**src/hdl/cpu_pkg.sv**
```systemverilog
`default_nettype none

package cpu_pkg;

    typedef logic [31:0] word_t;
    typedef logic [4:0]  reg_addr_t;
    typedef logic [7:0]  aluop_t;
    typedef logic [7:0]  except_t;

    // bit positions inside except_t.
    localparam int unsigned EXC_ADEL = 0;
    localparam int unsigned EXC_ADES = 1;
    localparam int unsigned EXC_SYS  = 2; // set by fetch, decode or execute.

    localparam aluop_t ALUOP_LB  = 8'h80;
    localparam aluop_t ALUOP_LBU = 8'h81;
    localparam aluop_t ALUOP_LH  = 8'h82;
    localparam aluop_t ALUOP_LHU = 8'h83;
    localparam aluop_t ALUOP_LW  = 8'h84;
    localparam aluop_t ALUOP_SB  = 8'h88;
    localparam aluop_t ALUOP_SH  = 8'h89;
    localparam aluop_t ALUOP_SW  = 8'h8a;

    localparam int unsigned RAM_AW = 8; // word address bits decoded by the data RAM.

    typedef struct packed {
        logic        mem_en;
        logic        hilo_wen;
        logic        memtoreg;
        logic        reg_wen;
        logic        cp0_wen;
        logic        in_delayslot;
        reg_addr_t   reg_waddr;
        reg_addr_t   rd;
        aluop_t      aluop;
        except_t     except;
        word_t       rt_value;
        word_t       alu_res;
        word_t       pc;
        word_t       mem_addr;
        logic [63:0] alu_out64;
    } master_ex_t;

    // the slave lane never touches memory or HI/LO.
    typedef struct packed {
        logic      reg_wen;
        logic      memtoreg;
        logic      cp0_wen;
        logic      in_delayslot;
        reg_addr_t reg_waddr;
        aluop_t    aluop;
        except_t   except;
        word_t     pc;
        word_t     alu_res;
    } slave_ex_t;

    typedef struct packed {
        logic        reg_wen;
        reg_addr_t   reg_waddr;
        word_t       reg_wdata;
        logic        hilo_wen;
        logic [63:0] hilo_data;
        logic        cp0_wen;
        reg_addr_t   cp0_addr;
        word_t       cp0_data;
        except_t     except;
        word_t       pc;
        logic        in_delayslot;
    } commit_t;

endpackage

`default_nettype wire

```
**src/hdl/ex_mem.sv**
```systemverilog
`timescale 1ns/100ps
`default_nettype none

module ex_mem (
    input  wire logic                clk,
    input  wire logic                arst_n,
    input  wire logic                clear_master,
    input  wire logic                clear_slave,
    input  wire logic                ena_master,
    input  wire logic                ena_slave,
    input  wire cpu_pkg::master_ex_t e_master,
    input  wire cpu_pkg::slave_ex_t  e_slave,
    output cpu_pkg::master_ex_t      m_master,
    output cpu_pkg::slave_ex_t       m_slave
);

    // the master lane holds the older instruction of the pair.
    always_ff @(posedge clk or negedge arst_n) begin
        if (!arst_n) begin
            m_master <= '0;
        end else if (clear_master) begin
            m_master <= '0; // a cleared lane is a bubble.
        end else if (ena_master) begin
            m_master <= e_master;
        end
    end

    always_ff @(posedge clk or negedge arst_n) begin
        if (!arst_n) begin
            m_slave <= '0;
        end else if (clear_slave) begin
            m_slave <= '0;
        end else if (ena_slave) begin
            m_slave <= e_slave;
        end
    end

    // clear must win over a simultaneous enable.
    master_clear_zeroes: assert property (
        @(posedge clk) disable iff (!arst_n)
        clear_master |=> (m_master == '0)
    ) else $error("master lane not zero after clear.");

endmodule

`default_nettype wire

```
**config.mk**
```make
export PLATFORM = sky130hd
export DESIGN_NAME = ex_mem
export DESIGN_NICKNAME = d
export VERILOG_FILES = /design/src/hdl/cpu_pkg.sv /design/src/hdl/ex_mem.sv
export SDC_FILE = /design/constraint.sdc
export NUM_CORES = 1
export LEC_CHECK = 0
export BUFFER_PORTS_ARGS = -buffer_cell sky130_fd_sc_hd__buf_2
export CAP_MARGIN = 40
export CORE_AREA = 4 4 242 244
export CTS_CLUSTER_DIAMETER = 80
export CTS_CLUSTER_SIZE = 28
export DETAILED_ROUTE_END_ITERATION = 16
export DIE_AREA = 0 0 246 248
export PLACE_DENSITY_LB_ADDON = 0.05
export SYNTH_ARGS = -nofsm -noshare
export SYNTH_HDL_FRONTEND = slang
export SYNTH_SLANG_ARGS = --single-unit
```
**constraint.sdc**
```tcl
create_clock -name clk -period 0.97 [get_ports clk]
set_clock_uncertainty 0.2 [all_clocks]
set_input_delay 0.1455 -clock clk [delete_from_list [all_inputs] [get_ports clk]]
set_output_delay 0.1455 -clock clk [all_outputs]
set_load 0.005 [all_outputs]
```
# Word level (Yosys, flattened, before mapping)
# Cells that the tools add are included.
op_classes:
  n_mux: 4
  reduce_logical: 2
op_table:
  columns: ["operator", "n"]
  rows:
  - ["$mux 224", 2]
  - ["$mux 89", 2]
  - ["$reduce_bool 2->1", 2]
totals:
  register_bits: 313
  output_inout_bits: 313
  elab_cells: 30
  input_bits: 319

# Depth between registers and ports, before layout
# Gate-level depths: netlist (run 1).
depth:
  depth_word: 2
  depth_mapped: 5
  depth_no_buf: 2

# Least setup slack after synthesis (run 1)
# OpenSTA, ideal clock, no wires.
synth_path:
  path_type: "input-to-reg"
  from: "in ena_master"
  to: "reg m_master[152] (netlist bit)"
  required_ns: 0.638
  stages: 5
  t_arrival_ns: 0.822
  path_slack_ns: -0.184
  cell_sequence: "buf_4 -> buf_6 -> buf_6 -> mux2i_1 -> nor2_1"
synth_via:
  elab_chain_len: 1
synth_rtl:
  columns: ["item", "line", "text"]
  rows:
  - ["start, declared", "ex_mem.sv:9", "input wire logic ena_master,"]
  - ["$reduce_bool 2->1 (no source line)", null, null]
  - ["end signal, assigned", "ex_mem.sv:24", "m_master <= e_master;"]
  - ["end, declared", "ex_mem.sv:13", "output cpu_pkg::master_ex_t m_master,"]
# No other way between the ends.
# A chain may end at the register's enable or synchronous reset.

# Worst setup path after layout (run 1)
layout_path:
  from: "reg m_master[39] (netlist bit)"
  to: "out m_master[39] (netlist bit)"
# No word-level cell between the ends.

==> results.tsv, run 1 <==
stage	metric	value	unit
run_status	outcome	finished, violations left	
run_status	failing checks	hold timing, setup timing	
route	via count	11300	
sta	Tmin final	1490	ps
worst_setup_path	R2R Setup Slk	-70	ps
final_layout	ratio of cells with drive above 1 in the final layout	39.8	%
min_path	worst hold path depth	3	
min_path	hold_sp	clear_master	
pwr	leakage power	12.2	nW
die	Row Count	87	
synthesis	synth unique cells	9	
final_layout	Syn-to-layout area delta	77.7	%
die	IO Pins	632	
die	Die Y	248	um
die	initial core utilization	22.5	%
clocking	CTS Buf Count	30	
pwr	peak supply drop	0.00130	V
final_layout	NumNets Final	2387	
sta	Fmax	0.671	GHz
die	core area	56300	um^2
sta	final slew viol count	0	
worst_setup_path	CP peak stage delay	430	ps
pwr	pwr/cell area	1440	nW/um^2
sta	worst rel slew slack	73.4	%
final_layout	design area	22500	um^2
clocking	H-tree depth	1	
route	Post-Route WL	51.6	mm
die	Die X	246	um
min_path	HP Class	primary input to flop	
synthesis	synthesized area	12700	um^2
synthesis	sequential share of the synthesized area	61.8	%
sta	final hold violation count	306	
clocking	CTS tree	yes	
clocking	worst skew pair latency	580	ps
sta	fin crit share	154	%
synthesis	Post-Syn Nets	1328	
worst_setup_path	Reg-to-Reg Start	m_master[179]	
worst_setup_path	critical path's slowest cell	dfrtp_1	
placement	Placed Area	17100	um^2
global_route	vias in the first global route	12200	
die	die area	61000	um^2
worst_setup_path	CP startpoint kind	flop	
sta	unrepaired setup endpoints after global routing	yes	
placement	detailed-placement wirelength estimate	37.4	mm
worst_setup_path	CP Class	flop to output pin	
sta	Setup WS post-layout	-521	ps
synthesis	Ys Warns	0	
clocking	Clock transition at path regs	70	ps
clocking	Clock Tree Root	clkbuf_16	
synthesis	Synth Register Bits	313	
route	DRT iter0 DRCs	353	
worst_setup_path	Critical Path Fanout Max	2	
route	routed vias/inst	3.98	
global_route	initial antenna violation count	3	
global_route	grt ovf	0	
route	total iterations of the first detailed-routing run	5	
worst_setup_path	Worst setup EP type	output pin	
worst_setup_path	delay-heaviest family, CP	flip-flops	
route	WL/cell	18.1	um
global_route	largest net degree at the start of global routing	65	
global_route	GR Util All Layers	15.9	%
sta	final setup violation count	409	
synthesis	Mapped Avg Cell Area	12.6	um^2
worst_setup_path	CP arrival	1150	ps
min_path	WHS Endpoint	m_master[62]	
final_layout	post-layout util	40.0	%
worst_setup_path	Worst R2R End	m_master[179]	
placement	Port Buffers	631	
sta	Fin Hold WS	-146	ps
worst_setup_path	FF-to-FF path depth	3	
global_route	first-pass GRT wire length	75.1	mm
worst_setup_path	crit-path cells	buf_2	
synthesis	post-synthesis instance total	1009	
worst_setup_path	Worst Path Required	620	ps
sta	Slew @ Worst Pin	400	ps
placement	RePlAce Congestion	0.755	
clocking	clock buffer depth	3	
worst_setup_path	Buf+Inv Stages, Crit Path	1	
run	max-cap violations	0	
route	DRC	0	
clocking	# clock sinks	313	
route	post-route ant nets	0	
## logic make-up (layout without fill, tap and decap cells)
logic type | count (synthesis) | in the layout | synth area share (%)
simple gates | 313 | 313 | 9.27
mux | 313 | 313 | 24.7
other cells | 0 | 2 | 0
buf+inv | 70 | 1152 | 4.17
flops | 313 | 313 | 61.8
## where the power goes
part | total [mW] | switching (mW) | internal (mW)
Sequential | 14.2 | 0.438 | 13.8
Clock | 12.4 | 5.86 | 6.50
Combinational | 5.77 | 2.44 | 3.33
Total | 32.3 | 8.73 | 23.6
## timing repair
action	CTS	global route
buffers inserted	32	66
endpoints found under the hold margin	626	305
pin swaps	0	24
gates cloned	0	1
endpoints found under the setup margin	313	401
hold buffers	317	1
resized for setup	79	28
## metrics by stage
step | cells | TNS, ps | setup WS [ps] | total power, mW
2_1_floorplan | 1009 | -19790 | -106 | 16.2
5_1_grt | 2849 | -173380 | -580 | 34.0
3_3_place_gp | 2382 | -67170 | -295 | 18.7
6_report | 2849 | -150250 | -521 | 32.3
3_5_place_dp | 2382 | -68830 | -306 | 18.7
4_1_cts | 2786 | -165130 | -578 | 32.8
## worst max path at each step
stage / slack (ps) / startpoint / depth (start not counted) / end
floorplan: -110 / ena_master / 5 / m_master[100]
global placement: -290 / ena_master / 5 / m_master[28]
detailed placement: -310 / ena_master / 5 / m_master[18]
CTS: -580 / m_master[39] / 1 / m_master[39]
global route: -580 / m_master[39] / 1 / m_master[39]
finish: -520 / m_master[39] / 1 / m_master[39]
## routing by layer
layer | global-route usage (%) | share of wire, % | vias up | routed length [um]
li1 | - | - | 5462 | -
met4 | 4.64 | 3.0 | 2 | 1540
met3 | 4.40 | 6.7 | 70 | 3480
met5 | 0 | 0.025 | - | 13
met2 | 28.8 | 52 | 355 | 26900
met1 | 18.2 | 38 | 5456 | 19700
## state kept, by name, indices dropped and copies added (netlist names)
signal    flops
m_master    224
m_slave      89
## placed cells by master (no fill, tap or decap), drive strengths merged
| cell type | instances |
|---|---|
| buf | 779 |
| bufinv | 1 |
| clkbuf | 37 |
| clkinv | 7 |
| clkinvlp | 3 |
| dfrtp | 313 |
| diode | 2 |
| dlygate4sd3 | 317 |
| inv | 8 |
| mux2i | 313 |
| nor2 | 313 |
## area by class of cell
type,count,area [um^2]
diodes,2,5.00
clock buffers,36,825
clock inverters,19,185
fillers,5630,33800
multi-input cells,626,4310
flip-flops and latches,313,7830
well taps,756,946
repair buffers,1097,8410
## cells in the mapped netlist, drive strengths merged
library cell | instances | area (um^2)
buf | 56 | 475
clkbuf | 14 | 52.6
nor2 | 313 | 1170
dfrtp | 313 | 7830
mux2i | 313 | 3130
Note: power is estimated with default switching activity, not from simulation.
==> inputs of run 2 (changes only) <==
Settings changed: CORE_AREA 4 4 242 244 to 4 4 246 248, DIE_AREA 0 0 246 248 to 0 0 250 252, HOLD_SLACK_MARGIN from default to 0.15.
Clock period 0.97 ns to 1.3 ns, I/O delays scaled along.
==> run 2 against run 1 <==
The run still ends with hold timing, setup timing left. Via count up 1.1%. Sequential share of layout area down 0.42 points. Die area up 3.3%. Total power down 26%. Critical path depth unchanged. Non-clock buffer count up 28. Critical path type unchanged. Flip-flop and latch count unchanged.
==> results.tsv, run 2 (same netlist as run 1, synthesis figures left out) <==
stage	metric	value	unit	change
placement	Placed Area	17200	um^2	+0.55%
sta	Setup WS post-layout	-229	ps	+292 ps
final_layout	NumNets Final	2413		+1.1%
pwr	peak supply drop	0.000961	V	-26%
route	post-route ant nets	0		unchanged
clocking	CTS tree	yes		
worst_setup_path	critical path's slowest cell	dfrtp_1		
route	via count	11500		+1.1%
die	Die X	250	um	+1.6%
route	routed vias/inst	3.97		-0.31%
min_path	HP Class	primary input to asynchronous set/reset pin		
sta	Tmin final	1530	ps	
pwr	switching pwr	6.50	mW	-26%
global_route	GR Util All Layers	15.5	%	-0.31 points
final_layout	commonest cells after routing, fill and taps aside	buf_2 (553), dlygate4sd3_1 (320), nor2_1 (313), dfrtp_1 (313), mux2i_1 (310)		
pwr	leakage power	12.4	nW	+1.3%
worst_setup_path	Buf+Inv Stages, Crit Path	1		unchanged
sta	final hold violation count	13		-96%
route	DRC	0		unchanged
pwr	Internal Dissipation	17.3	mW	-27%
sta	Slew @ Worst Pin	315	ps	-84.4 ps
sta	Fmax	0.654	GHz	
pwr	Clk pwr share	36.9	%	-1.3 points
worst_setup_path	Reg-to-Reg Start	m_master[161]		
sta	setup TNS	-57590	ps	+92660 ps
global_route	met3 global-route usage	3.66	%	-0.74 points
clocking	Post-CTS Hold Buffers	325		+2.5%
route	DRT iter0 DRCs	442		+25%
worst_setup_path	Critical Path Fanout Max	2		unchanged
final_layout	biggest registers after layout	m_master (224), m_slave (89)		
sta	final setup violation count	313		-23%
die	die area	63000	um^2	+3.3%
pwr	Net Sw Frac	27.3	%	+0.29 points
die	initial core utilization	21.7	%	-0.84 points
worst_setup_path	R2R Setup Slk	130	ps	+200 ps
final_layout	ratio of cells with drive above 1 in the final layout	40.3	%	+0.47 points
final_layout	commonest non-fill, non-tap cell in the layout	buf_2		
global_route	vias in the first global route	12400		+1.4%
run	max-cap violations	0		unchanged
run_status	outcome	finished, violations left		
pwr	Flop pwr share	44.5	%	+0.5 points
clocking	worst skew pair latency	560	ps	-20 ps
die	IO Pins	632		unchanged
pwr	Logic pwr share	18.6	%	+0.8 points
worst_setup_path	CP startpoint kind	flop		
sta	fin crit share	118	%	
sta	unrepaired setup endpoints after global routing	yes		
worst_setup_path	crit path from	m_master[41]		
sta	final slew viol count	0		unchanged
global_route	grt ovf	0		unchanged
die	Row Count	89		+2.3%
die	Die Y	252	um	+1.6%
global_route	initial antenna violation count	1		-2
worst_setup_path	CP peak stage delay	420	ps	about the same
final_layout	Layout Cells excl Fill	2890		+1.4%
route	Post-Route WL	52.6	mm	+1.9%
route	WL/cell	18.2	um	+0.50%
worst_setup_path	delay-heaviest family, CP	flip-flops		
global_route	first-pass GRT wire length	76.5	mm	+2.0%
final_layout	design area	22800	um^2	+1.2%
run_status	failing checks	hold timing, setup timing		
worst_setup_path	CP arrival	1130	ps	-20 ps
die	core area	58500	um^2	+3.9%
worst_setup_path	Worst setup EP type	output pin		
clocking	Clock Tree Root	clkbuf_16		
global_route	grt met2 use	27.6	%	-1.3 points
placement	detailed-placement wirelength estimate	38.2	mm	+2.1%
pwr	pwr/cell area	1040	nW/um^2	-27%
final_layout	Syn-to-layout area delta	79.9	%	
sta	worst rel slew slack	79.0	%	+5.6 points
clocking	CTS Buf Count	28		-6.7%
pwr	Tot Pwr	23.8	mW	-26%
clocking	# clock sinks	313		unchanged
route	total iterations of the first detailed-routing run	4		-1
final_layout	max reg flops	224		unchanged
clocking	H-tree depth	1		unchanged
worst_setup_path	CP Class	flop to output pin		
final_layout	Largest Register	m_master		
global_route	largest net degree at the start of global routing	55		-15%
placement	RePlAce Congestion	0.782		+3.5%
global_route	grt peak-use layer	met2		
global_route	met1 Usage GRT	18.6	%	+0.38 points
clocking	Clock transition at path regs	70	ps	about the same
worst_setup_path	Worst Path Required	900	ps	+280 ps
worst_setup_path	crit-path cells	buf_2		
sta	Fin Hold WS	-135	ps	+10.7 ps
clocking	clock buffer depth	3		unchanged
placement	DP Cell Count	2412		+1.3%
placement	Port Buffers	631		unchanged
## run 2: layer usage
layer  up-vias  share of wire [%]
li1       5508                  -
met1      5509                 40
met2       371                 51
met3        85                6.2
met4         0                3.5
met5         -                  0
## run 2: final cells by class
cell class / instances / area [um^2]
Clock inverter: 19 / 181
Multi-Input combinational cell: 626 / 4320
Clock buffer: 33 / 751
Timing Repair Buffer: 1125 / 8740
Antenna cell: 1 / 2.50
Fill cell: 5891 / 35700
Tap cell: 773 / 967
Sequential cell: 313 / 7830
## run 2: metrics by stage
stage,setup slack [ps],utilization (%)
3_3_place_gp,9.00,29.4
6_report,-229,39.0
2_1_floorplan,96.5,-
3_5_place_dp,-3.16,29.4
5_1_grt,-302,39.0
4_1_cts,-296,37.7
## run 2: worst paths after layout
check | end | cells past startpoint
max | m_master[41] | 1
min | m_master[145] | 2
max reg2reg | m_master[161] | 4
min reg2reg | m_master[38] | 2
max in group asynchronous | m_master[15] | 4
min in group clk | m_master[48] | 4
## run 2: power groups by stage
stage                     Combinational, mW  Clock (mW)  Sequential, mW
after floorplan                        1.25           0            10.8
after global placement                 3.21           0            10.8
after detailed placement               3.21           0            10.8
after CTS                              4.25        9.19            10.6
after global routing                   4.85        9.57            10.7
final                                  4.42        8.78            10.6
## run 2: repair_timing
| item | 4_1_cts | 5_1_grt |
|---|---|---|
| setup buffers | 30 | 64 |
| resized for setup | 90 | 23 |
| gates cloned | 0 | 7 |
| hold endpoints to repair | 626 | 28 |
| setup endpoints to repair | 313 | 351 |
| pin swaps | 0 | 2 |
