===== src/hdl/cpu_pkg.sv =====
`default_nettype none

package cpu_pkg;

    typedef logic [31:0] word_t;
    typedef logic [4:0]  reg_addr_t;
    typedef logic [7:0]  aluop_t;
    typedef logic [7:0]  except_t;

    // bit positions inside except_t.
    localparam int unsigned EXC_ADEL = 0;
    localparam int unsigned EXC_ADES = 1;
    localparam int unsigned EXC_SYS  = 2; // set by fetch, decode or execute.

    localparam aluop_t ALUOP_LB  = 8'h80;
    localparam aluop_t ALUOP_LBU = 8'h81;
    localparam aluop_t ALUOP_LH  = 8'h82;
    localparam aluop_t ALUOP_LHU = 8'h83;
    localparam aluop_t ALUOP_LW  = 8'h84;
    localparam aluop_t ALUOP_SB  = 8'h88;
    localparam aluop_t ALUOP_SH  = 8'h89;
    localparam aluop_t ALUOP_SW  = 8'h8a;

    localparam int unsigned RAM_AW = 8; // word address bits decoded by the data RAM.

    typedef struct packed {
        logic        mem_en;
        logic        hilo_wen;
        logic        memtoreg;
        logic        reg_wen;
        logic        cp0_wen;
        logic        in_delayslot;
        reg_addr_t   reg_waddr;
        reg_addr_t   rd;
        aluop_t      aluop;
        except_t     except;
        word_t       rt_value;
        word_t       alu_res;
        word_t       pc;
        word_t       mem_addr;
        logic [63:0] alu_out64;
    } master_ex_t;

    // the slave lane never touches memory or HI/LO.
    typedef struct packed {
        logic      reg_wen;
        logic      memtoreg;
        logic      cp0_wen;
        logic      in_delayslot;
        reg_addr_t reg_waddr;
        aluop_t    aluop;
        except_t   except;
        word_t     pc;
        word_t     alu_res;
    } slave_ex_t;

    typedef struct packed {
        logic        reg_wen;
        reg_addr_t   reg_waddr;
        word_t       reg_wdata;
        logic        hilo_wen;
        logic [63:0] hilo_data;
        logic        cp0_wen;
        reg_addr_t   cp0_addr;
        word_t       cp0_data;
        except_t     except;
        word_t       pc;
        logic        in_delayslot;
    } commit_t;

endpackage

`default_nettype wire


===== src/hdl/mem_commit.sv =====
`timescale 1ns/100ps
`default_nettype none

module mem_commit (
    input  wire cpu_pkg::master_ex_t m_master,
    input  wire cpu_pkg::slave_ex_t  m_slave,
    input  wire cpu_pkg::word_t      ram_rdata,
    output cpu_pkg::word_t           ram_addr,
    output cpu_pkg::word_t           ram_wdata,
    output logic [3:0]               ram_be,
    output logic                     ram_we,
    output cpu_pkg::commit_t         m_master_commit,
    output cpu_pkg::commit_t         m_slave_commit
);

    logic             is_load;
    logic             is_store;
    logic             is_byte;
    logic             is_half;
    logic             is_word;
    logic             sign_ext;
    logic [1:0]       off;
    logic             misaligned;
    logic             master_kill;
    logic             slave_kill;
    logic [7:0]       load_byte;
    logic [15:0]      load_half;
    cpu_pkg::word_t   load_data;
    cpu_pkg::except_t master_exc;

    assign off = m_master.mem_addr[1:0];

    always_comb begin
        is_load  = 1'b0;
        is_store = 1'b0;
        is_byte  = 1'b0;
        is_half  = 1'b0;
        is_word  = 1'b0;
        sign_ext = 1'b0;
        if (m_master.mem_en) begin
            case (m_master.aluop)
                cpu_pkg::ALUOP_LB: begin
                    is_load  = 1'b1;
                    is_byte  = 1'b1;
                    sign_ext = 1'b1;
                end
                cpu_pkg::ALUOP_LBU: begin
                    is_load = 1'b1;
                    is_byte = 1'b1;
                end
                cpu_pkg::ALUOP_LH: begin
                    is_load  = 1'b1;
                    is_half  = 1'b1;
                    sign_ext = 1'b1;
                end
                cpu_pkg::ALUOP_LHU: begin
                    is_load = 1'b1;
                    is_half = 1'b1;
                end
                cpu_pkg::ALUOP_LW: begin
                    is_load = 1'b1;
                    is_word = 1'b1;
                end
                cpu_pkg::ALUOP_SB: begin
                    is_store = 1'b1;
                    is_byte  = 1'b1;
                end
                cpu_pkg::ALUOP_SH: begin
                    is_store = 1'b1;
                    is_half  = 1'b1;
                end
                cpu_pkg::ALUOP_SW: begin
                    is_store = 1'b1;
                    is_word  = 1'b1;
                end
                default: ; // unknown op with mem_en set makes no access.
            endcase
        end
    end

    assign misaligned = (is_half & off[0]) | (is_word & (off != 2'b00));

    always_comb begin
        master_exc = m_master.except;
        master_exc[cpu_pkg::EXC_ADEL] = master_exc[cpu_pkg::EXC_ADEL] | (is_load & misaligned);
        master_exc[cpu_pkg::EXC_ADES] = master_exc[cpu_pkg::EXC_ADES] | (is_store & misaligned);
    end

    assign master_kill = |master_exc;
    assign slave_kill  = master_kill | (|m_slave.except); // the slave is younger.

    // stores replicate the data so every addressed lane sees its bytes.
    assign ram_addr  = m_master.mem_addr;
    assign ram_wdata = is_byte ? {4{m_master.rt_value[7:0]}} :
                       is_half ? {2{m_master.rt_value[15:0]}} : m_master.rt_value;
    assign ram_be    = !is_store ? 4'b0000 :
                       is_byte   ? (4'b0001 << off) :
                       is_half   ? (off[1] ? 4'b1100 : 4'b0011) : 4'b1111;
    assign ram_we    = is_store & ~master_kill;

    assign load_byte = ram_rdata[8*off +: 8];
    assign load_half = off[1] ? ram_rdata[31:16] : ram_rdata[15:0];
    assign load_data = is_byte ? {{24{sign_ext & load_byte[7]}}, load_byte} :
                       is_half ? {{16{sign_ext & load_half[15]}}, load_half} : ram_rdata;

    always_comb begin
        m_master_commit.reg_wen      = m_master.reg_wen & ~master_kill;
        m_master_commit.reg_waddr    = m_master.reg_waddr;
        m_master_commit.reg_wdata    = (is_load & m_master.memtoreg) ? load_data
                                                                     : m_master.alu_res;
        m_master_commit.hilo_wen     = m_master.hilo_wen & ~master_kill;
        m_master_commit.hilo_data    = m_master.alu_out64;
        m_master_commit.cp0_wen      = m_master.cp0_wen & ~master_kill;
        m_master_commit.cp0_addr     = m_master.rd;
        m_master_commit.cp0_data     = m_master.rt_value; // mtc0 moves rt into CP0.
        m_master_commit.except       = master_exc;
        m_master_commit.pc           = m_master.pc;
        m_master_commit.in_delayslot = m_master.in_delayslot;
    end

    // the slave has no rd field, so its CP0 target travels in reg_waddr.
    always_comb begin
        m_slave_commit.reg_wen      = m_slave.reg_wen & ~slave_kill;
        m_slave_commit.reg_waddr    = m_slave.reg_waddr;
        m_slave_commit.reg_wdata    = m_slave.alu_res;
        m_slave_commit.hilo_wen     = 1'b0;
        m_slave_commit.hilo_data    = '0;
        m_slave_commit.cp0_wen      = m_slave.cp0_wen & ~slave_kill;
        m_slave_commit.cp0_addr     = m_slave.reg_waddr;
        m_slave_commit.cp0_data     = m_slave.alu_res;
        m_slave_commit.except       = m_slave.except;
        m_slave_commit.pc           = m_slave.pc;
        m_slave_commit.in_delayslot = m_slave.in_delayslot;
    end

    always_comb begin
        if (ram_we) begin
            assert (m_master_commit.except == '0)
                else $error("RAM write issued for an excepting master.");
        end
    end

endmodule

`default_nettype wire


===== config.mk =====
export PLATFORM = sky130hd
export DESIGN_NAME = mem_commit
export DESIGN_NICKNAME = d
export VERILOG_FILES = /design/src/hdl/cpu_pkg.sv /design/src/hdl/mem_commit.sv
export SDC_FILE = /design/constraint.sdc
export NUM_CORES = 1
export LEC_CHECK = 0
export ABC_AREA = 1
export CAP_MARGIN = 25
export CORE_AREA = 2 2 306 308
export DETAILED_ROUTE_END_ITERATION = 10
export DIE_AREA = 0 0 308 310
export DONT_BUFFER_PORTS = 1
export PLACE_DENSITY_LB_ADDON = 0.15
export REMOVE_ABC_BUFFERS = 1
export SLEW_MARGIN = 25
export SYNTH_ARGS = -nofsm -noshare
export SYNTH_HDL_FRONTEND = slang
export SYNTH_SLANG_ARGS = --single-unit

===== constraint.sdc =====
create_clock -name vclk -period 5.1
set_input_delay 1.02 -clock vclk [all_inputs]
set_output_delay 1.02 -clock vclk [all_outputs]
set_load 0.005 [all_outputs]

# ---- After elaboration in Yosys (flattened, before gate mapping)
# Index checks and enable logic that the tools add are counted.
dict set report classes {
  n_eq_ne 8
  shifts 2
  muxes 22
  bitwise 19
  n_reduce_logical 9
}
# op n
set op_table {}
lappend op_table {{two-way mux 32 bit} 5}
lappend op_table {{equality test 8 bit, second input constant} 8}
lappend op_table {{variable part select 32 x 6 -> 8 bit} 1}
lappend op_table {{two-way mux 16 bit} 1}
lappend op_table {{two-way mux 4 bit} 4}
lappend op_table {{OR reduction 8 bit} 2}
lappend op_table {{bitwise AND 1 bit} 13}
lappend op_table {{two-way mux 1 bit} 12}
lappend op_table {{OR reduction 3 bit} 3}
lappend op_table {{OR reduction 5 bit} 1}
lappend op_table {{bitwise OR 1 bit} 4}
lappend op_table {{OR reduction 2 bit} 2}
lappend op_table {{left shift 1 x 2 -> 4 bit, first input constant} 1}
lappend op_table {{inverter 1 bit} 2}
lappend op_table {{nonzero test 2 bit} 1}
dict set report word_totals {
  ff_bits 0
  input_bits 345
  output_inout_bits 433
}

# ---- Longest topological paths before layout
# Gate-level depths: netlist of the first run.
dict set report depth {
  word_depth 12
  ltp_mapped 14
  mapped_depth_nobuf 13
}

# ---- Least setup slack after synthesis of the first run
# No wires, ideal clock.
dict set report synth_timing {
  path_kind {input-to-output}
  startpoint {in m_master[65] in the netlist's numbering}
  endpoint {out m_master_commit[167] in the netlist's numbering}
  arrival_time_ns 2.150
  setup_slack_ns 1.930
  path_stages 10
  path_buffers 2
  path_cell_list {buf_4 inv_2 nor2_4 inv_2 o221ai_1 nand3_2 nand2_4 buf_6 nor2_1 a21oi_2}
}
# item line
set synth_lines {}
lappend synth_lines {{start: declaration} mem_commit.sv:5} ;# input wire cpu_pkg::master_ex_t m_master,
lappend synth_lines {{end: declaration} mem_commit.sv:12} ;# output cpu_pkg::commit_t m_master_commit,

==> flow_summary_export.csv, run 1 <==
group,metric,value,unit
yosys,synth-seq-area-share,0,
min_path,min_delay_worst_endpoint,"m_master_commit[68]",
die,die_h,310,um
outcome,status,"finished, final reports clean",
timing,finalCriticalPeriod,4.59,ns
route,initialDrtViolationCount,280,
route,route.detailed.drc,0,
place,io_buffers,0,
worst_setup_path,start_kind,"input pin",
global_route,antenna_found_initial,14,
timing,finalSetupTns,0,ns
global_route,grtUsageMet3,0.154,
worst_setup_path,setup.worst_path.class,"input pin to primary output",
yosys,yosys_warnings,0,
min_path,hp-class,"input pin to primary output",
run,cap_violations,0,
yosys,synthCells,767,
layout,layout.nets,806,
power,p_total,0.000132,W
route,routed_via_density,2.27,
route,num_vias,3769,
layout,seq_cells,0,
worst_setup_path,endpoint_kind,"primary output",
timing,slew_violations,0,
route,wire_per_inst,46.3,um
die,row_count,112,
worst_setup_path,crit_required,4.08,ns
worst_setup_path,cp.depth,12,
worst_setup_path,crit_family,"simple AND/OR/NAND/NOR gates",
worst_setup_path,path_cells,"inv_1, nand2_1, nor2_1, nand2_1, nand2_1, nand2_2, inv_2, nand2_2, nor2_1, nor2_1, o21bai_1, nand2_1",
layout,mostFrequentLayoutCell,"nand2_1",
layout,num-clock-buffers,0,
global_route,grt_use_met1,0.116,
power,ir_drop,9.67,uV
global_route,grt_pass1_wl,84300,um
worst_setup_path,crit_path_top_delay_cell,"o21bai_1",
power,p_leak,1.36,nW
layout,drive_above_1_share,0.118,
yosys,synthesis.area,0.00468,mm^2
layout,final-seq-area,0,um^2
yosys,syn_area_per_cell,6.10,um^2
die,dieArea,0.0955,mm^2
global_route,grt_max_degree,31,
route,antenna_left,0,
clock_tree,post_cts_resized,0,
die,core_area,0.0925,mm^2
worst_setup_path,path_common_cell,"nand2_1",
worst_setup_path,slowest_delay,0.56,ns
global_route,grtUsageMet2,0.255,
timing,worst_slew_pin_slew,0.808,ns
place,hpwl,70400,um
global_route,grtUsageTotal,0.154,
layout,final_cell_mix,"nand2_1, conb_1, inv_1",
global_route,grt-ovfl-total,0,
die,start_util,0.0506,
global_route,grt.busiest_layer,"met2",
route,firstDrtPassIters,5,
die,die_x,308,um
min_path,hold_start,"m_master[187]",
timing,setup_viol,0,
timing,fin_crit_sh,0.900,
min_path,min_path_cells,0,
timing,rsz0062_at_grt,"false",
die,io_pins,778,
worst_setup_path,crit_arrival,3.57,ns
global_route,grt_pass1_vias,3313,
place,globalplace.congestion,0.713,
timing,slew_headroom,0.456,
clock_tree,ctsHoldBuffers,0,
worst_setup_path,path_buf_inv,2,
clock_tree,post_cts.repair.setup_buffers,0,
yosys,synth.distinct_cells,33,
layout,areaGrowthSynthToFinish,-22.0,%
power,p_per_area,36.0,mW/mm^2
worst_setup_path,crit_fanout,15,
route,routed_wirelength,76900,um
timing,fmax,218,MHz
timing,hold_viol_final,0,
layout,fill_cells,11100,
==> power breakdown <==
| group | leakage (nW) | switching [W] | internal [W] |
|---|---|---|---|
| clock network | 0.0000411 | 0 | 0.000000000133 |
| registers | 0 | 0 | 0 |
| logic | 1.36 | 0.0000951 | 0.0000364 |
==> area by class of cell <==
cell class / instances / area, um^2 / share of cell area
diodes: 6 / 15.0 / 0.00411
well taps: 1197 / 1500 / 0.410
inverters: 73 / 275 / 0.0754
multi-input cells: 375 / 1780 / 0.487
repair buffers: 11 / 82.6 / 0.0226
==> metrics by stage <==
| stage | hold WS, ns | utilization | instances | worst slack (ns) | area (um^2) |
|---|---|---|---|---|---|
| after floorplan | 2.04 | - | 448 | 1.51 | 2050 |
| after global placement | 2.04 | 0.0393 | 1656 | 0.528 | 3630 |
| after detailed placement | 2.04 | 0.0393 | 1656 | 0.536 | 3630 |
| after CTS | 2.04 | 0.0393 | 1656 | 0.530 | 3630 |
| after global routing | 2.04 | 0.0394 | 1658 | 0.360 | 3640 |
| final | 2.04 | 0.0395 | 1662 | 0.509 | 3650 |
==> per-layer routing <==
layer / part of all wire / wire, um / vias to the layer above
li1: - / - / 1324
met1: 0.25 / 19500 / 1608
met2: 0.46 / 35500 / 705
met3: 0.22 / 17300 / 106
met4: 0.052 / 3990 / 26
met5: 0.0083 / 635 / -
==> synth_stat cells <==
library cell	number	area, um^2
buf_4	370	2780
nand2_1	110	413
inv_1	63	236
nor2_1	62	233
o21ai_1	22	110
o21ai_0	20	100
nand3_1	12	60.1
a21oi_1	11	55.1
a21oi_2	11	96.3
a21boi_1	9	67.6
inv_2	9	33.8
o211ai_1	8	60.1
nand2_2	7	43.8
o2111ai_1	7	61.3
o21bai_1	7	52.6
or2_2	7	43.8
buf_2	5	25.0
buf_6	4	45.0
clkbuf_1	4	15.0
nand4_1	3	18.8
nor2_4	3	33.8
nand2_4	2	22.5
and3_1	1	6.26
clkinv_2	1	5.00
conb_1	1	3.75
nand3_2	1	10.0
nor2_2	1	6.26
nor3_1	1	5.00
nor4_1	1	6.26
o21ai_2	1	8.76
o221ai_1	1	8.76
or2_0	1	6.26
or2_1	1	6.26
==> how the worst max path moves through the flow <==
stage,endpoint,slack [ns],from
finish,m_master_commit[146],0.51,m_master[202]
global route,m_master_commit[146],0.36,m_master[205]
CTS,m_master_commit[146],0.53,m_master[202]
detailed placement,m_master_commit[146],0.54,m_master[205]
global placement,m_master_commit[146],0.53,m_master[205]
floorplan,m_master_commit[152],1.51,m_master[205]
==> logic make-up after synthesis <==
logic type      synth area share
simple gates               0.196
buf+inv                    0.671
compound gates             0.133
other cells             0.000802
(Power assumes the default switching activity.)
==> run 2, diff against run 1 <==
- CORE_AREA: 2 2 306 308 -> 2 2 304 306
- DIE_AREA: 0 0 308 310 -> 0 0 306 308
- clock period: 5.1 -> 3.74 ns (I/O delays scaled with it)
==> run 2 against run 1 <==
Final cell count increased by 0.36%. Critical path type unchanged. Utilization increased by 0.22 points. Sequential share of layout area unchanged. Via count increased by 1.9%.
==> flow_summary_export.csv, run 2 (same netlist as run 1, synthesis figures left out) <==
group,metric,value,unit
outcome,status,"finished, final reports clean",
timing,fmax,277,MHz
layout,fill_cells,10900,
worst_setup_path,crit_arrival,2.86,ns
power,p_total,0.000191,W
timing,hold_viol_final,0,
timing,worst_slew_pin_slew,0.681,ns
place,globalplace.congestion,0.726,
place,io_buffers,0,
route,wire_per_inst,45.0,um
worst_setup_path,crit_required,2.99,ns
global_route,antenna_found_initial,13,
power,p_seq_frac,0,
power,clkPwrFrac,0,
die,core_area,0.0910,mm^2
layout,layout.nets,826,
layout,num-clock-buffers,0,
global_route,grt_pass1_vias,3385,
timing,slew_violations,0,
route,antenna_left,0,
power,switching_share,0.682,
power,p_sw,0.000130,W
global_route,grt_max_degree,26,
worst_setup_path,path_common_cell,"nand2_1",
layout,multi_input_area,0.00179,mm^2
die,start_util,0.0514,
worst_setup_path,slowest_delay,0.54,ns
route,firstDrtPassIters,7,
layout,areaGrowthSynthToFinish,-19.0,%
clock_tree,ctsHoldBuffers,0,
layout,final-seq-area,0,um^2
worst_setup_path,crit_path_top_delay_cell,"nor2_1",
power,intPower,0.0000608,W
timing,fin_crit_sh,0.966,
route,num_vias,3841,
die,die_x,306,um
power,ir_drop,15.6,uV
worst_setup_path,setup.worst_path.class,"input pin to primary output",
global_route,grt-ovfl-total,0,
timing,setup_viol,0,
layout,seq_cells,0,
die,die_h,308,um
layout,mostFrequentLayoutCell,"nand2_1",
die,dieArea,0.0942,mm^2
place,hpwl,68700,um
timing,rsz0062_at_grt,"false",
route,route.detailed.drc,0,
min_path,min_path_cells,0,
timing,slew_headroom,0.544,
timing,finalCriticalPeriod,3.61,ns
power,p_leak,1.45,nW
power,p_per_area,50.4,mW/mm^2
power,combinationalPowerShare,1.000,
route,initialDrtViolationCount,334,
min_path,hp-class,"input pin to primary output",
die,row_count,111,
layout,final_cell_mix,"nand2_1, conb_1, inv_1",
route,routed_wirelength,75100,um
worst_setup_path,start_kind,"input pin",
die,io_pins,778,
global_route,grt_pass1_wl,82800,um
worst_setup_path,path_cells,"inv_1, nand2_1, nor2_1, nand2_1, nand2_1, nand2_2, buf_4, nand2_4, o21ai_1, nor2_1, a21oi_2, buf_4",
clock_tree,post_cts.repair.setup_buffers,0,
worst_setup_path,endpoint_kind,"primary output",
layout,drive_above_1_share,0.161,
worst_setup_path,crit_fanout,25,
route,routed_via_density,2.30,
timing,finalSetupTns,0,ns
global_route,grtUsageTotal,0.152,
run,cap_violations,0,
run 2: changes by cell type in the layout (fill, tap and decap cells not counted):
| cell | change |
|---|---|
| buf_4 | +20 |
| nor2_2 | +3 |
| nor2_1 | -3 |
| diode_2 | -3 |
run 2: power groups by stage:
stage	combinational (W)	sequential (W)	clock, W
2_1_floorplan	0.000107	0	0
3_3_place_gp	0.000197	0	0
3_5_place_dp	0.000196	0	0
4_1_cts	0.000197	0	0
5_1_grt	0.000214	0	0.0000000000371
6_report	0.000191	0	0.0000000000479
run 2: metal layers:
layer  GRT usage  wire [um]  vias up
met1       0.114      19400     1674
li1            -          -     1359
met3       0.154      16900       91
met5      0.0543        819        -
met4      0.0614       3780       24
met2       0.249      34300      693
run 2: path summary, 6_finish.rpt:
path	startpoint	endpoint	slack, ns
worst max-delay path	m_master[202]	m_master_commit[172]	0.13
worst min-delay path	m_master[180]	m_master_commit[61]	1.50
run 2: what timing repair did:
action | 4_1_cts | 5_1_grt
setup endpoints to repair | 0 | 3
gates resized for setup | 0 | 3
endpoints found under the hold margin | 0 | 0
run 2: worst max-delay path, delay by kind of cell:
| kind | cells | cell delay, ns |
|---|---|---|
| AND/OR/NAND/NOR | 7 | 1.48 |
| buffers and inverters | 3 | 0.47 |
| AO/OA/AOI/OAI | 2 | 0.15 |
run 2: stage by stage:
step	util	instances	area [um^2]	worst slack [ns]	hold slack (ns)
2_1_floorplan	-	448	2050	0.693	1.50
3_3_place_gp	0.0415	1665	3770	0.135	1.50
3_5_place_dp	0.0415	1665	3770	0.109	1.50
4_1_cts	0.0415	1665	3770	0.103	1.50
5_1_grt	0.0416	1666	3780	0.0118	1.50
6_report	0.0416	1668	3790	0.128	1.50
run 2: cell type report:
| cell class | count | share of cell area |
|---|---|---|
| inverter | 73 | 0.0727 |
| timing repair buffer | 31 | 0.0615 |
| multi-input combinational | 375 | 0.472 |
| antenna | 3 | 0.00198 |
| tap | 1186 | 0.392 |
